**src/rtl/axi_reg_defs.svh**
```systemverilog
//*********************************************************************
// Field widths of the AXI read path. The size, burst and response
// widths are fixed by the protocol and live in the package.
//*********************************************************************

`ifndef AXI_REG_DEFS_SVH
`define AXI_REG_DEFS_SVH

// Transaction ID
`define AXI_ID_W 4

`define AXI_ADDR_W 32
`define AXI_DATA_W 32

// AXI4 burst length of up to 256 beats
`define AXI_LEN_W 8

`endif
```
**src/rtl/axi_reg_pkg.sv**
```systemverilog
//*********************************************************************
// Beat types for the AR and R channels. Widths follow the macros in
// axi_reg_defs.svh. The reserved burst code 2'b11 has no name here.
//*********************************************************************

`include "axi_reg_defs.svh"

package axi_reg_pkg;

    localparam int SIZE_W  = 3;
    localparam int BURST_W = 2;
    localparam int RESP_W  = 2;

    typedef enum logic [BURST_W-1:0] {
        BURST_FIXED = 2'b00,
        BURST_INCR  = 2'b01,
        BURST_WRAP  = 2'b10
    } burst_t;

    typedef enum logic [RESP_W-1:0] {
        RESP_OKAY   = 2'b00,
        RESP_EXOKAY = 2'b01,
        RESP_SLVERR = 2'b10,
        RESP_DECERR = 2'b11
    } resp_t;

    typedef struct packed {
        logic [`AXI_ID_W-1:0]   id;
        logic [`AXI_ADDR_W-1:0] addr;
        logic [`AXI_LEN_W-1:0]  len;
        logic [SIZE_W-1:0]      size;
        burst_t                 burst;
    } ar_beat_t;

    // Read data beat
    typedef struct packed {
        logic [`AXI_ID_W-1:0]   id;
        logic [`AXI_DATA_W-1:0] data;
        resp_t                  resp;
        logic                   last;
    } r_beat_t;

endpackage

```
**src/rtl/rd_rep_if.sv**
```systemverilog
//*********************************************************************
// Outputs of one redundant copy of the read slice, as seen by the
// majority voter. One instance per copy.
//*********************************************************************

`timescale 1ns/1ps

interface rd_rep_if;
    import axi_reg_pkg::*;

    // AR channel
    logic     s_ar_ready;
    logic     m_ar_valid;
    ar_beat_t m_ar;

    // R channel
    logic     m_r_ready;
    logic     s_r_valid;
    r_beat_t  s_r;

    modport rep (
        output s_ar_ready, m_ar_valid, m_ar,
        output m_r_ready, s_r_valid, s_r
    );

    modport vote (
        input s_ar_ready, m_ar_valid, m_ar,
        input m_r_ready, s_r_valid, s_r
    );

endinterface

```
**src/rtl/tmr_axi_reg_rd.sv**
```systemverilog
//*********************************************************************
// Triple-redundant AXI4 read register slice, AR and R channels.
// Both channels use a skid buffer; one cycle of latency each way.
// Inputs fan out to all copies and outputs are majority voted.
// No user, lock, cache, prot, QoS or region signals.
//*********************************************************************

`timescale 1ns/1ps

`include "axi_reg_defs.svh"

module tmr_axi_reg_rd (
    input  logic                          clk,
    input  logic                          rst_n,

    // Slave side towards the AXI master
    input  logic [`AXI_ID_W-1:0]          s_axi_arid,
    input  logic [`AXI_ADDR_W-1:0]        s_axi_araddr,
    input  logic [`AXI_LEN_W-1:0]         s_axi_arlen,
    input  logic [axi_reg_pkg::SIZE_W-1:0] s_axi_arsize,
    input  axi_reg_pkg::burst_t           s_axi_arburst,
    input  logic                          s_axi_arvalid,
    output logic                          s_axi_arready,
    output logic [`AXI_ID_W-1:0]          s_axi_rid,
    output logic [`AXI_DATA_W-1:0]        s_axi_rdata,
    output axi_reg_pkg::resp_t            s_axi_rresp,
    output logic                          s_axi_rlast,
    output logic                          s_axi_rvalid,
    input  logic                          s_axi_rready,

    // Master side towards the AXI slave
    output logic [`AXI_ID_W-1:0]          m_axi_arid,
    output logic [`AXI_ADDR_W-1:0]        m_axi_araddr,
    output logic [`AXI_LEN_W-1:0]         m_axi_arlen,
    output logic [axi_reg_pkg::SIZE_W-1:0] m_axi_arsize,
    output axi_reg_pkg::burst_t           m_axi_arburst,
    output logic                          m_axi_arvalid,
    input  logic                          m_axi_arready,
    input  logic [`AXI_ID_W-1:0]          m_axi_rid,
    input  logic [`AXI_DATA_W-1:0]        m_axi_rdata,
    input  axi_reg_pkg::resp_t            m_axi_rresp,
    input  logic                          m_axi_rlast,
    input  logic                          m_axi_rvalid,
    output logic                          m_axi_rready
);
    import axi_reg_pkg::*;

    ar_beat_t s_ar;
    r_beat_t  m_r;
    ar_beat_t m_ar_vote;
    r_beat_t  s_r_vote;

    // Incoming beats shared by all copies
    assign s_ar = '{
        id:    s_axi_arid,
        addr:  s_axi_araddr,
        len:   s_axi_arlen,
        size:  s_axi_arsize,
        burst: s_axi_arburst
    };

    assign m_r = '{
        id:   m_axi_rid,
        data: m_axi_rdata,
        resp: m_axi_rresp,
        last: m_axi_rlast
    };

    rd_rep_if rep_if [3] ();

    for (genvar i = 0; i < 3; i++) begin : g_copy
        axi_skid_buf #(
            .payload_t (ar_beat_t)
        ) u_ar_buf (
            .clk     (clk),
            .rst_n   (rst_n),
            .s_valid (s_axi_arvalid),
            .s_ready (rep_if[i].s_ar_ready),
            .s_data  (s_ar),
            .m_valid (rep_if[i].m_ar_valid),
            .m_ready (m_axi_arready),
            .m_data  (rep_if[i].m_ar)
        );

        // R flows from the m side back to the s side
        axi_skid_buf #(
            .payload_t (r_beat_t)
        ) u_r_buf (
            .clk     (clk),
            .rst_n   (rst_n),
            .s_valid (m_axi_rvalid),
            .s_ready (rep_if[i].m_r_ready),
            .s_data  (m_r),
            .m_valid (rep_if[i].s_r_valid),
            .m_ready (s_axi_rready),
            .m_data  (rep_if[i].s_r)
        );
    end

    tmr_rd_voter u_voter (
        .rep0          (rep_if[0]),
        .rep1          (rep_if[1]),
        .rep2          (rep_if[2]),
        .s_axi_arready (s_axi_arready),
        .s_axi_rvalid  (s_axi_rvalid),
        .s_r           (s_r_vote),
        .m_axi_arvalid (m_axi_arvalid),
        .m_ar          (m_ar_vote),
        .m_axi_rready  (m_axi_rready)
    );

    // Voted beats back onto flat ports
    assign m_axi_arid    = m_ar_vote.id;
    assign m_axi_araddr  = m_ar_vote.addr;
    assign m_axi_arlen   = m_ar_vote.len;
    assign m_axi_arsize  = m_ar_vote.size;
    assign m_axi_arburst = m_ar_vote.burst;

    assign s_axi_rid     = s_r_vote.id;
    assign s_axi_rdata   = s_r_vote.data;
    assign s_axi_rresp   = s_r_vote.resp;
    assign s_axi_rlast   = s_r_vote.last;

endmodule

```
**src/rtl/tmr_rd_voter.sv**
```systemverilog
//*********************************************************************
// Bitwise two-of-three vote over the outputs of the three copies.
// Purely combinational. A single faulty copy is masked on every bit;
// disagreement is not reported.
//*********************************************************************

`timescale 1ns/1ps

module tmr_rd_voter (
    rd_rep_if.vote              rep0,
    rd_rep_if.vote              rep1,
    rd_rep_if.vote              rep2,
    output logic                s_axi_arready,
    output logic                s_axi_rvalid,
    output axi_reg_pkg::r_beat_t  s_r,
    output logic                m_axi_arvalid,
    output axi_reg_pkg::ar_beat_t m_ar,
    output logic                m_axi_rready
);

    // AR channel
    assign s_axi_arready = (rep0.s_ar_ready & rep1.s_ar_ready)
                         | (rep0.s_ar_ready & rep2.s_ar_ready)
                         | (rep1.s_ar_ready & rep2.s_ar_ready);

    assign m_axi_arvalid = (rep0.m_ar_valid & rep1.m_ar_valid)
                         | (rep0.m_ar_valid & rep2.m_ar_valid)
                         | (rep1.m_ar_valid & rep2.m_ar_valid);

    // Whole beat voted as one vector
    assign m_ar = (rep0.m_ar & rep1.m_ar)
                | (rep0.m_ar & rep2.m_ar)
                | (rep1.m_ar & rep2.m_ar);

    // R channel
    assign m_axi_rready = (rep0.m_r_ready & rep1.m_r_ready)
                        | (rep0.m_r_ready & rep2.m_r_ready)
                        | (rep1.m_r_ready & rep2.m_r_ready);

    assign s_axi_rvalid = (rep0.s_r_valid & rep1.s_r_valid)
                        | (rep0.s_r_valid & rep2.s_r_valid)
                        | (rep1.s_r_valid & rep2.s_r_valid);

    assign s_r = (rep0.s_r & rep1.s_r)
               | (rep0.s_r & rep2.s_r)
               | (rep1.s_r & rep2.s_r);

endmodule

```
**src/rtl/axi_skid_buf.sv**
```systemverilog
//*********************************************************************
// Two-entry valid/ready register slice. s_ready comes from a flop,
// so no combinational path runs from m_ready to s_ready.
// Payload registers have no reset; only the valid bits are cleared.
//*********************************************************************

`timescale 1ns/1ps

module axi_skid_buf #(
    parameter type payload_t = logic [31:0]
) (
    input  logic     clk,
    input  logic     rst_n,
    input  logic     s_valid,
    output logic     s_ready,
    input  payload_t s_data,
    output logic     m_valid,
    input  logic     m_ready,
    output payload_t m_data
);

    logic     out_valid;
    logic     out_valid_nxt;
    payload_t out_data;
    logic     skid_valid;
    logic     skid_valid_nxt;
    payload_t skid_data;
    logic     s_ready_reg;
    logic     accept;
    logic     out_free;
    logic     load_out_in;
    logic     load_out_skid;
    logic     load_skid;

    assign accept   = s_valid && s_ready_reg;
    // Output register is empty or drains on this edge
    assign out_free = m_ready || !out_valid;

    always_comb begin
        out_valid_nxt  = out_valid;
        skid_valid_nxt = skid_valid;
        load_out_in    = 1'b0;
        load_out_skid  = 1'b0;
        load_skid      = 1'b0;
        if (out_free) begin
            if (skid_valid) begin
                // Older beat in skid goes first
                load_out_skid  = 1'b1;
                out_valid_nxt  = 1'b1;
                skid_valid_nxt = 1'b0;
            end else begin
                load_out_in   = accept;
                out_valid_nxt = accept;
            end
        end else if (accept) begin
            load_skid      = 1'b1;
            skid_valid_nxt = 1'b1;
        end
    end

    always_ff @(posedge clk or negedge rst_n) begin
        if (!rst_n) begin
            out_valid   <= 1'b0;
            skid_valid  <= 1'b0;
            s_ready_reg <= 1'b0;
        end else begin
            out_valid   <= out_valid_nxt;
            skid_valid  <= skid_valid_nxt;
            s_ready_reg <= !skid_valid_nxt;
        end
    end

    always_ff @(posedge clk) begin
        if (load_out_skid) begin
            out_data <= skid_data;
        end else if (load_out_in) begin
            out_data <= s_data;
        end
        if (load_skid) begin
            skid_data <= s_data;
        end
    end

    assign s_ready = s_ready_reg;
    assign m_valid = out_valid;
    assign m_data  = out_data;

endmodule

```
**config.mk**
```make
export PLATFORM = sky130hd
export DESIGN_NAME = tmr_axi_reg_rd
export DESIGN_NICKNAME = d
export VERILOG_FILES = /design/src/rtl/axi_reg_pkg.sv /design/src/rtl/rd_rep_if.sv /design/src/rtl/tmr_axi_reg_rd.sv /design/src/rtl/tmr_rd_voter.sv /design/src/rtl/axi_skid_buf.sv
export VERILOG_INCLUDE_DIRS = /design/src /design/src/rtl
export SDC_FILE = /design/constraint.sdc
export NUM_CORES = 1
export LEC_CHECK = 0
export ABC_AREA = 1
export BUFFER_PORTS_ARGS = -buffer_cell sky130_fd_sc_hd__buf_2
export CELL_PAD_IN_SITES_DETAIL_PLACEMENT = 1
export CELL_PAD_IN_SITES_GLOBAL_PLACEMENT = 2
export CORE_UTILIZATION = 35
export CTS_BUF_LIST = sky130_fd_sc_hd__clkbuf_4 sky130_fd_sc_hd__clkbuf_8
export DETAILED_ROUTE_END_ITERATION = 8
export HOLD_SLACK_MARGIN = 0.1
export PLACE_DENSITY_LB_ADDON = 0.1
export RECOVER_POWER = 25
export SYNTH_ARGS = -nofsm -noshare
export SYNTH_HDL_FRONTEND = slang
export SYNTH_SLANG_ARGS = --single-unit
export TNS_END_PERCENT = 5
```
**constraint.sdc**
```tcl
create_clock -name clk -period 6.6 [get_ports clk]
set_clock_uncertainty 0.2 [all_clocks]
set_input_delay 1.32 -clock clk [delete_from_list [all_inputs] [get_ports clk]]
set_output_delay 1.32 -clock clk [all_outputs]
set_load 0.01 [all_outputs]
```
After elaboration in Yosys (flattened, before gate mapping)
Cells that the tools add are included.
{"block": "classes", "muxes": 66, "n_bitwise": 30, "n_reduce_logical": 30}
{"op": "$mux 49", "n": 6}
{"op": "$mux 39", "n": 6}
{"op": "$and 49x49->49", "n": 3}
{"op": "$and 39x39->39", "n": 3}
{"op": "$or 49x49->49", "n": 2}
{"op": "$or 39x39->39", "n": 2}
{"op": "$mux 1", "n": 54}
{"op": "$and 1x1->1", "n": 12}
{"op": "$logic_not 1->1", "n": 12}
{"op": "$reduce_bool 2->1", "n": 6}
{"op": "$or 1x1->1", "n": 8}
{"op": "$logic_and 1x1->1", "n": 6}
{"op": "$logic_or 1x1->1", "n": 6}
{"block": "word_totals", "register_bits": 546, "output_inout_bits": 92}

Longest topological paths before layout
Gate-level depths: netlist (run 1).
{"block": "depth", "depth_word": 5, "mapped_depth": 7}

Cells and area by module
Synthesis (run 1) repeated with hierarchy kept, for this count alone.
{"block": "hier_totals", "hier_cells": 1865, "area_unflattened_um2": 22399.0}
{"module": "axi_skid_buf at g_copy[0].u_ar_buf ...", "instances": 3, "cells_each": 276, "area_each_um2": 3777.4, "seq_area_each_um2": 3017.9}
{"module": "axi_skid_buf at g_copy[0].u_r_buf ...", "instances": 3, "cells_each": 223, "area_each_um2": 3036.7, "seq_area_each_um2": 2417.3}
{"module": "tmr_rd_voter", "instances": 1, "cells_each": 368, "area_each_um2": 1956.9, "seq_area_each_um2": 0.0}

Least setup slack after synthesis (run 1)
No wires, ideal clock.
{"block": "synth_timing", "path_kind": "input to register", "startpoint": "in m_axi_arready", "endpoint": "reg g_copy[0].u_ar_buf.skid_data[0] in the netlist's numbering (enable)", "arrival_time_ps": 3816, "t_required_ps": 5944, "path_slack_ps": 2128, "path_stages": 4, "path_buffers": 1, "cell_sequence": "inv_2 > nand2_4 > clkbuf_1 > nor2_1"}
{"block": "synth_via", "elab_chain_cells": 2}
{"item": "from (decl)", "line_no": "tmr_axi_reg_rd.sv:38", "text": "input logic m_axi_arready,"}
{"item": "$logic_or 1x1->1", "line_no": "axi_skid_buf.sv:37", "text": "assign out_free = m_ready || !out_valid;"}
{"item": "$mux 1", "line_no": "axi_skid_buf.sv:45", "text": "if (out_free) begin"}
{"item": "named net g_copy[0].u_ar_buf.load_skid", "line_no": "axi_skid_buf.sv:33", "text": "logic load_skid;"}
{"item": "to (signal assigned)", "line_no": "axi_skid_buf.sv:80", "text": "skid_data <= s_data;"}
{"item": "to (decl)", "line_no": "axi_skid_buf.sv:27", "text": "payload_t skid_data;"}
The timed path passes the listed nets, and every way through them passes these cells.
A chain may end at the register's enable or synchronous reset.

Final worst setup path (run 1)
{"block": "layout_timing", "startpoint": "reg g_copy[2].u_ar_buf.skid_valid", "endpoint": "reg g_copy[2].u_ar_buf.out_data, in the netlist g_copy[2].u_ar_buf.m_data[40] (enable)"}
{"block": "layout_via", "elab_chain_cells": 3, "word_cells_on_any_way": 5, "cone_classes": "mux (4); reduce/logical (1)"}
{"item": "from (decl)", "line_no": "axi_skid_buf.sv:25", "text": "logic skid_valid;"}
{"item": "from (signal assigned)", "line_no": "axi_skid_buf.sv:68", "text": "skid_valid <= skid_valid_nxt;"}
{"item": "$mux 1", "line_no": "axi_skid_buf.sv:46", "text": "if (skid_valid) begin"}
{"item": "$mux 1", "line_no": "axi_skid_buf.sv:45"}
{"item": "$reduce_bool 2->1 (no source line) *"}
{"item": "to (signal assigned)", "line_no": "axi_skid_buf.sv:75", "text": "out_data <= skid_data;"}
{"item": "to (signal assigned)", "line_no": "axi_skid_buf.sv:77", "text": "out_data <= s_data;"}
{"item": "to (decl)", "line_no": "axi_skid_buf.sv:24", "text": "payload_t out_data;"}
Every way passes the cells marked *; elsewhere a longest branch is shown, timed or not.

==> results of run 1 <==
cell usage in the layout, fill, tap and decap left out, drive strengths merged:
| master | instances |
|---|---|
| buf | 114 |
| clkbuf | 230 |
| clkinv | 30 |
| clkinvlp | 2 |
| dfrtp | 18 |
| diode | 2 |
| edfxtp | 528 |
| inv | 22 |
| nand2 | 748 |
| nand3 | 270 |
| nor2 | 6 |
| o21ai | 92 |
report_power, final:
part           internal (W)  total (W)  switching [W]
combinational      0.000259    0.00105       0.000790
clock               0.00160    0.00298        0.00137
sequential          0.00424    0.00438       0.000140
final timing paths:
kind                       cells after the start                       endpoint                            start  slack (ns)
max                                            6  g_copy[2].u_ar_buf.m_data[40]    g_copy[2].u_ar_buf.skid_valid        2.17
min                                            2   g_copy[1].u_ar_buf.m_data[3]  g_copy[1].u_ar_buf.skid_data[3]        0.34
max reg2reg                                    6  g_copy[2].u_ar_buf.m_data[40]    g_copy[2].u_ar_buf.skid_valid        2.17
min reg2reg                                    2   g_copy[1].u_ar_buf.m_data[3]  g_copy[1].u_ar_buf.skid_data[3]        0.34
max in group asynchronous                      1  g_copy[1].u_ar_buf.skid_valid                            rst_n        4.84
min in group asynchronous                      1   g_copy[2].u_r_buf.skid_valid                            rst_n        0.64
metal layers:
layer	routed length, um	vias to the layer above	share of wire, %
li1	-	6617	-
met3	2670	93	4.5
met2	27100	302	45
met4	1300	2	2.2
met5	13	-	0.022
met1	28600	6990	48
cell families (layout without fill, tap and decap cells):
logic type             count (synthesis)  in the layout  synth area share [%]
AOI/OAI and AO/OA                     92             92                  2.14
buffers and inverters                107            398                  2.56
DFF                                  546            546                  75.6
other                                  0              2                     0
and+or+nand+nor                     1024           1024                  19.7
area by class of cell:
class                   instances  area share (%)
repair buffers                208            3.90
inverters                      20           0.302
well taps                     782            3.93
diodes                          2          0.0201
flip-flops and latches        546            65.5
multi-input cells            1116            19.1
clock inverters                34           0.628
clock buffers                 136            6.64
through the flow:
step,hold slack [ns],util (%),setup slack [ns],cell area (um2)
5_1_grt,0.356,41.1,1.73,24900
6_report,0.336,41.1,2.17,24900
3_3_place_gp,0.330,38.3,2.50,23200
2_1_floorplan,0.324,-,2.13,21600
4_1_cts,0.333,41.3,3.19,25000
3_5_place_dp,0.338,38.3,2.46,23200
worst min-delay path, cell delays in order (launching register included):
cell and delay [ns]:
edfxtp_1 0.32, nand3_1 0.07, nand2_1 0.06
==> run_results.csv, run 1 <==
group,metric,value,unit
status,status,"finished, violations left",
status,violations,"max-capacitance violations, max-slew violations",
sta,fin_crit,4.43,ns
global_route,antenna_found_initial,4,
setup_path,cp.arrival,4.54,ns
detailed_routing,dr.pass1.iters,5,
placed_design,port_buffers,185,
clock_tree,ctsResizeCount,0,
final_layout,n_fill_cell,6549,
logic_synthesis,synth.most_common_cell,"nand2_1",
clock_tree,clk_root_buffer_cell,"clkbuf_8",
logic_synthesis,yosysTopAreaCellShare,73.5,%
global_route,grt_max_degree,54,
final_layout,multi_input_area,0.00475,mm2
detailed_routing,routedWlPerCell,21.0,um
final_layout,area_growth,15.5,%
sta,relSlewSlack,-51.7,%
setup_path,path_common_cell,"nand2_1",
run,cap_violations,3,
logic_synthesis,syn_area_per_cell,12.2,um2
setup_path,path_cells,"clkbuf_1 -> inv_1 -> nand2_1 -> nand2_1 -> inv_2 -> buf_4",
hold_path,hold_path.class,"register to register",
clock_tree,holdBufCountCts,0,
clock_tree,clk_pin_slew,0.06,ns
sta,slew_viol_final,99,
placed_design,gp_congestion,0.706,
global_route,grt_util_met1,27.3,%
placed_design,dpl.cell_count,2672,
clock_tree,cts_tree,"done",
sta,tns,0,ns
setup_path,crit_path_top_delay_cell,"clkbuf_1",
floorplanning,rows,90,
floorplanning,die_y,250,um
floorplanning,fp.dieW,250,um
global_route,grt_use_total,19.2,%
detailed_routing,vias,14000,
final_layout,ff_latch_area,0.0163,mm2
detailed_routing,final_antenna_net_count,0,
placed_design,dpl.hpwl,35.1,mm
setup_path,cp_top_family,"buffers and inverters",
logic_synthesis,synth_top_area_cell,"edfxtp_1",
logic_synthesis,synth_edf_count,528,
sta,rsz0062_at_grt,"false",
logic_synthesis,synth_flop_cell,"edfxtp_1",
final_layout,drive_gt1_share,14.1,%
power_and_ir_drop,power.total,0.00841,W
logic_synthesis,syn-cell-area,0.0216,mm2
setup_path,path_class,"register to register",
clock_tree,numCtsBuffers,93,
logic_synthesis,synth_nets,1863,
floorplanning,floorplan.io_pins,186,
floorplanning,dieArea,0.0626,mm2
logic_synthesis,ys_ff_latch,546,
setup_path,path_max_fanout,39,
clock_tree,clk_latency,0.67,ns
global_route,grt_pass1_wl,90.3,mm
sta,finalHoldViolCount,0,
logic_synthesis,postSynthCellCount,1769,
sta,setup_viol,0,
final_layout,instances_no_fill,2844,
floorplanning,initial_core_util,35.6,%
logic_synthesis,yosysUniqueCellTypes,14,
setup_path,worstSetupStartpointType,"register",
setup_path,crit_path_end_kind,"register",
power_and_ir_drop,total_leakage_power,9.84,nW
sta,tightest_slew,2.28,ns
global_route,busiest_layer,"met2",
logic_synthesis,synthTopCellsByCount,"nand2_1, edfxtp_1, nand3_1, o21ai_0, buf_2",
clock_tree,h-tree-depth,3,
setup_path,worst-path-buf-inv,4,
logic_synthesis,ys_warn_count,0,
clock_tree,cts_sinks,546,
power_and_ir_drop,powerDensity,338,mW/mm2
logic_synthesis,synthArstFlopShare,3.30,%
setup_path,required,6.71,ns
detailed_routing,route.final.wire_length,59.7,mm
detailed_routing,drcViolationCount,0,
sta,layout_worst_path_cycle_share,67.1,%
sta,clock.fmax,226,MHz
final_layout,nets,2079,
detailed_routing,drt_iter0_drc,701,
global_route,gr-usage-met2,30.0,%
global_route,grtUsageMet3,2.94,%
clock_tree,clockBufferDepth,3,
logic_synthesis,yosysSeqAreaShare,75.6,%
detailed_routing,avgViaCountPerCell,4.92,
power_and_ir_drop,peakVddDrop,166,uV
logic_synthesis,ys_top_cells_by_area,"edfxtp_1, nand2_1, nand3_1, o21ai_0, dfrtp_1",
clock_tree,cts_setup_buffers,0,
setup_path,critical-path-max-stage-delay,1.68,ns
global_route,grt-ovfl-total,0,
global_route,first_global_vias,14700,
floorplanning,design.core.area,0.0606,mm2
No activity file was read; power rests on OpenSTA's default activity.
==> inputs of run 2 (changes only) <==
clock period = 3.9 ns   (was 6.6 ns; I/O delays follow)
==> run 2 against run 1 <==
  * The flow now finishes without violations
  * Critical path depth is 2 lower
  * Sequential share of layout area is 0.50 points lower
  * Combinational power is 74% higher
  * Worst setup slack worse by 1.1 ns
  * Sequential cell count stayed put
  * First-iteration DRC count is 7.7% higher
  * Total power is 70% higher
  * Final area is 0.76% higher
  * Final cell count is 0.35% higher
  * Critical path type unchanged
==> run_results.csv, run 2 (same netlist as run 1, synthesis figures left out) <==
group,metric,value,unit
clock_tree,cts_sinks,546,
sta,clock.fmax,351,MHz
global_route,grt-ovfl-total,0,
final_layout,mostFrequentLayoutCell,"nand2_1",
setup_path,required,3.98,ns
clock_tree,clk_pin_slew,0.05,ns
detailed_routing,final_antenna_net_count,0,
power_and_ir_drop,seq_power_share,51.9,%
final_layout,utilization,41.4,%
sta,tightest_slew,1.38,ns
hold_path,hold_path.class,"primary input to register",
sta,finalHoldViolCount,0,
placed_design,dpl.hpwl,35.7,mm
final_layout,area_growth,16.3,%
detailed_routing,avgViaCountPerCell,4.90,
setup_path,worst-path-buf-inv,2,
setup_path,crit_path_top_delay_cell,"nand2_1",
sta,rsz0062_at_grt,"false",
placed_design,pre_cts_ws,1.07,ns
sta,layout_worst_path_cycle_share,73.0,%
setup_path,crit_path_end_kind,"register",
floorplanning,rows,90,
sta,slew_viol_final,0,
clock_tree,clk_root_buffer_cell,"clkbuf_8",
placed_design,port_buffers,185,
global_route,antenna_found_initial,3,
detailed_routing,routedWlPerCell,20.8,um
floorplanning,floorplan.io_pins,186,
sta,setup_ws,1.05,ns
floorplanning,design.core.area,0.0606,mm2
status,status,"finished clean",
power_and_ir_drop,peakVddDrop,254,uV
global_route,grt_pass1_wl,90.6,mm
setup_path,path_common_cell,"nand2_1",
clock_tree,ctsResizeCount,0,
sta,relSlewSlack,7.53,%
floorplanning,dieArea,0.0626,mm2
clock_tree,cts_tree,"done",
sta,whs,0.216,ns
detailed_routing,route.final.wire_length,59.3,mm
global_route,grt_use_total,19.3,%
global_route,first_global_vias,14700,
setup_path,path_cells,"nand2_1 -> nand2_1 -> clkinv_1 -> buf_4",
sta,tns,0,ns
clock_tree,clockBufferDepth,3,
clock_tree,h-tree-depth,3,
floorplanning,die_y,250,um
floorplanning,initial_core_util,35.6,%
floorplanning,fp.dieW,250,um
clock_tree,numCtsBuffers,95,
power_and_ir_drop,swShare,27.0,%
setup_path,worstSetupStartpointType,"register",
run,cap_violations,0,
detailed_routing,dr.pass1.iters,8,
sta,fin_crit,2.85,ns
power_and_ir_drop,p_int,0.0104,W
setup_path,path_max_fanout,39,
power_and_ir_drop,power_frac_comb,12.8,%
clock_tree,clk_latency,0.66,ns
placed_design,gp_congestion,0.723,
power_and_ir_drop,power_switching,0.00386,W
power_and_ir_drop,p_clk_share,35.3,%
final_layout,nets,2097,
power_and_ir_drop,powerDensity,570,mW/mm2
setup_path,cp.arrival,2.93,ns
detailed_routing,vias,14000,
setup_path,critical-path-max-stage-delay,1.01,ns
detailed_routing,drt_iter0_drc,755,
power_and_ir_drop,total_leakage_power,9.94,nW
setup_path,path_class,"register to register",
sta,setup_viol,0,
final_layout,layout_common_cells,"nand2_1, edfxtp_1, nand3_1",
global_route,grt_max_degree,50,
detailed_routing,drcViolationCount,0,
setup_path,cp_top_family,"simple AND/OR/NAND/NOR gates",
final_layout,drive_gt1_share,14.7,%
[run 2: changes by cell type in the layout (fill, tap and decap cells not counted), sizes merged]
cell | previous run | this run
buf | 114 | 133
dlygate4sd3 | 0 | 2
diode | 2 | 1
inv | 22 | 18
clkinv | 30 | 23
bufinv | 0 | 1
[run 2: cell type report]
cell class / instances / area (um2)
multi-input cells: 1116 / 4740
clock buffers: 141 / 1670
well taps: 782 / 978
clock inverters: 24 / 135
fillers: 6475 / 35500
repair buffers: 224 / 1170
flip-flops and latches: 546 / 16300
inverters: 20 / 75.1
diodes: 1 / 2.50
[run 2: per-stage QoR]
step | total power [W] | instances | area, um2
floorplan | 0.00848 | 1769 | 21600
global placement | 0.00939 | 2686 | 23400
detailed placement | 0.00944 | 2686 | 23400
CTS | 0.0146 | 2853 | 25200
global route | 0.0150 | 2854 | 25100
finish | 0.0143 | 2854 | 25100
[run 2: what timing repair did]
item,4_1_cts,5_1_grt
hold endpoints to repair,21,0
setup buffers,0,0
hold buffers,2,0
[run 2: power by group through the flow]
stage	Sequential, W	Combinational (W)	Clock (W)
after floorplan	0.00745	0.00104	0
after global placement	0.00752	0.00187	0
after detailed placement	0.00754	0.00190	0
after CTS	0.00742	0.00191	0.00524
after global routing	0.00748	0.00205	0.00548
final	0.00741	0.00183	0.00505
[run 2: path summary, 6_finish.rpt]
path | start | slack, ns | end | cells after the start
min reg2reg | g_copy[0].u_r_buf.m_valid | 0.33 | g_copy[0].u_r_buf.s_ready | 1
max in group asynchronous | rst_n | 2.03 | g_copy[0].u_r_buf.skid_valid | 2
max reg2reg | g_copy[0].u_r_buf.m_valid | 1.05 | g_copy[0].u_r_buf.m_data[6] | 4
max | g_copy[0].u_r_buf.m_valid | 1.05 | g_copy[0].u_r_buf.m_data[6] | 4
min in group asynchronous | rst_n | 0.72 | g_copy[2].u_ar_buf.s_ready | 2
min | s_axi_rready | 0.22 | g_copy[0].u_r_buf.s_ready | 3
[run 2: per-layer routing]
layer / share of wire [%] / global-route usage (%) / vias to the layer above / routed length, um
met5: 0.025 / 0 / - / 15
met3: 4.6 / 3.31 / 90 / 2740
li1: - / - / 6644 / -
met4: 2.5 / 7.20 / 2 / 1490
met1: 47 / 27.5 / 6935 / 28100
met2: 45 / 29.4 / 323 / 26900
[run 2: worst reg2reg max path, stage by stage (launching register included)]
cell,delay [ns]
dfrtp_1,0.40
nand2_1,1.01
nand2_1,0.19
clkinv_1,0.08
buf_4,0.58
==> inputs of run 3 (changes only) <==
ABC_AREA = 0   (was 1)
clock period = 2.75 ns   (was 3.9 ns; I/O delays follow)
==> run 3 against run 2 <==
  * First-iteration DRC count shrank 34%
  * Final cell count shrank 23%
  * Largest power group unchanged
  * Critical path depth shrank 2
  * Sequential power grew 38%
  * Hold slack gained 0.12 ns
  * The run now ends with design-rule violations left
  * Sequential share of layout area shrank 1.9 points
==> run_results.csv, run 3 <==
group,metric,value,unit
run,cap_violations,0,
logic_synthesis,syn-cell-area,0.0210,mm2
clock_tree,holdBufCountCts,95,
logic_synthesis,ys_ff_latch,546,
logic_synthesis,synthTopCellsByCount,"edfxtp_1, mux2_2, maj3_1, mux2_4, dfrtp_1",
clock_tree,clockBufferDepth,3,
sta,rsz0062_at_grt,"false",
floorplanning,fp.dieW,247,um
logic_synthesis,syn_area_per_cell,21.3,um2
setup_path,r2r_cells,3,
status,status,"finished, violations left",
power_and_ir_drop,powerDensity,747,mW/mm2
logic_synthesis,postSynthCellCount,985,
setup_path,crit_path_end_kind,"primary output",
power_and_ir_drop,p_clk_share,35.9,%
setup_path,reg2reg_from,"g_copy[1].u_r_buf.m_valid",
status,violations,"design-rule violations",
clock_tree,cts_sinks,546,
sta,slew_viol_final,0,
floorplanning,rows,89,
detailed_routing,top_layer,"met5",
detailed_routing,avgViaCountPerCell,4.64,
clock_tree,clk_latency,0.66,ns
final_layout,drive_gt1_share,38.9,%
detailed_routing,routedWlPerCell,21.2,um
power_and_ir_drop,power_switching,0.00461,W
sta,fin_crit,2.46,ns
final_layout,area_growth,23.2,%
setup_path,cp.arrival,1.71,ns
final_layout,layout_common_cells,"edfxtp_1, mux2_2, clkbuf_8",
global_route,grt_use_total,15.4,%
logic_synthesis,yosysSeqAreaShare,77.8,%
final_layout,ff_latch_area,0.0163,mm2
logic_synthesis,yosysUniqueCellTypes,14,
sta,layout_worst_path_cycle_share,89.3,%
clock_tree,numCtsBuffers,95,
detailed_routing,dr.pass1.iters,6,
placed_design,gp_congestion,0.701,
hold_path,holdPathStages,1,
global_route,antenna_found_initial,4,
detailed_routing,vias,10200,
clock_tree,h-tree-depth,3,
setup_path,required,2.00,ns
logic_synthesis,synth_top_area_cell,"edfxtp_1",
floorplanning,design.core.area,0.0591,mm2
logic_synthesis,synth.most_common_cell,"edfxtp_1",
sta,whs,0.336,ns
clock_tree,cts_tree,"done",
sta,finalHoldViolCount,0,
power_and_ir_drop,peakVddDrop,287,uV
global_route,grt_max_degree,50,
floorplanning,initial_core_util,35.4,%
final_layout,nets,1457,
setup_path,r2r_setup_slack,0.75,ns
placed_design,port_buffers,185,
hold_path,hold_path.class,"register to register",
setup_path,r2r_end,"g_copy[1].u_r_buf.skid_data[32]",
logic_synthesis,ys_top_cells_by_area,"edfxtp_1, mux2_2, maj3_1, mux2_4, dfrtp_1",
logic_synthesis,synthArstFlopShare,3.30,%
logic_synthesis,synth_edf_count,528,
detailed_routing,drcViolationCount,16,
hold_path,whs_endpoint,"g_copy[1].u_r_buf.m_data[36]",
detailed_routing,wl_met2,22.2,mm
power_and_ir_drop,power_frac_comb,11.3,%
setup_path,path_max_fanout,1,
floorplanning,die_y,247,um
final_layout,multi_input_area,0.00451,mm2
clock_tree,clk_pin_slew,0.06,ns
clock_tree,clk_root_buffer_cell,"clkbuf_8",
detailed_routing,met1_length,21.5,mm
detailed_routing,final_antenna_net_count,0,
global_route,first_global_vias,11100,
logic_synthesis,synth_nets,1079,
setup_path,path_class,"register to primary output",
global_route,grt-ovfl-total,0,
logic_synthesis,ys_warn_count,0,
logic_synthesis,synth_flop_cell,"edfxtp_1",
power_and_ir_drop,total_leakage_power,9.00,nW
detailed_routing,wl_met3,2.09,mm
sta,tightest_slew,1.10,ns
floorplanning,floorplan.io_pins,186,
logic_synthesis,yosysTopAreaCellShare,75.7,%
detailed_routing,route.final.wire_length,46.6,mm
global_route,grt_pass1_wl,68.4,mm
detailed_routing,drt_iter0_drc,499,
power_and_ir_drop,seq_power_share,52.8,%
power_and_ir_drop,p_int,0.0147,W
clock_tree,ctsResizeCount,0,
setup_path,worstSetupStartpointType,"register",
sta,setup_viol,0,
sta,clock.fmax,407,MHz
hold_path,hp-start,"g_copy[1].u_r_buf.skid_data[36]",
floorplanning,dieArea,0.0608,mm2
final_layout,n_fill_cell,5650,
sta,relSlewSlack,26.7,%
final_layout,mostFrequentLayoutCell,"edfxtp_1",
clock_tree,cts_setup_buffers,0,
power_and_ir_drop,swShare,23.9,%
power_and_ir_drop,power.total,0.0193,W
placed_design,dpl.hpwl,25.6,mm
[run 3: cell types whose count changed after synthesis, sizes merged, moves of 92 or more]
cell   before  now
nand3     270    0
nand2     748   18
maj3        0   92
o21ai      92    0
mux2        0  264
[run 3: worst max path at each step]
stage	start	end	cells after the start	slack, ns
floorplan	s_axi_arvalid	g_copy[2].u_ar_buf.m_data[0]	2	-0.95
global placement	m_axi_arready	g_copy[0].u_ar_buf.m_data[17]	5	0.58
detailed placement	m_axi_arready	g_copy[2].u_ar_buf.m_data[15]	5	0.57
CTS	g_copy[2].u_ar_buf.s_ready	s_axi_arready	2	0.22
global route	g_copy[1].u_ar_buf.m_data[35]	m_axi_araddr[22]	2	0.23
finish	g_copy[2].u_ar_buf.m_data[35]	m_axi_araddr[22]	2	0.29
[run 3: metal layers]
layer / track usage [%] / vias to the layer above
met4: 5.59 / 6
li1: - / 4664
met5: 0 / -
met3: 3.51 / 69
met1: 20.6 / 5277
met2: 24.5 / 209
[run 3: area by class of cell]
cell class              count  share of cell area (%)
diodes                      1                 0.00969
well taps                 773                    3.75
inverters                   8                   0.116
clock inverters            33                   0.577
multi-input cells         404                    17.5
repair buffers            308                    8.76
clock buffers             130                    6.18
flip-flops and latches    546                    63.2
[run 3: critical path: stages, from the launching register on]
cell and delay, ns:
edfxtp_1 0.37, maj3_1 0.48, buf_2 0.19
[run 3: kinds of logic after synthesis]
group	count (synthesis)	share of synthesized area, %
DFF	546	77.8
adders and majority gates	92	4.40
muxes	264	15.3
and+or+nand+nor	36	1.08
AOI/OAI and AO/OA	12	0.287
buffers and inverters	35	1.15
[run 3: power by group through the flow]
stage          Clock (W)  Sequential, W  Combinational [W]
2_1_floorplan          0         0.0103            0.00115
3_3_place_gp           0         0.0103            0.00212
3_5_place_dp           0         0.0104            0.00215
4_1_cts          0.00721         0.0102            0.00228
5_1_grt          0.00755         0.0102            0.00236
6_report         0.00692         0.0102            0.00218
[run 3: through the flow]
step,area [um2],util [%],setup slack [ns],std cells,setup TNS [ns]
2_1_floorplan,21000,-,-0.954,985,-272.82
3_3_place_gp,23200,39.3,0.582,1944,0
3_5_place_dp,23200,39.3,0.568,1944,0
4_1_cts,25900,43.9,0.217,2202,0
5_1_grt,25800,43.7,0.227,2203,0
6_report,25800,43.7,0.295,2203,0
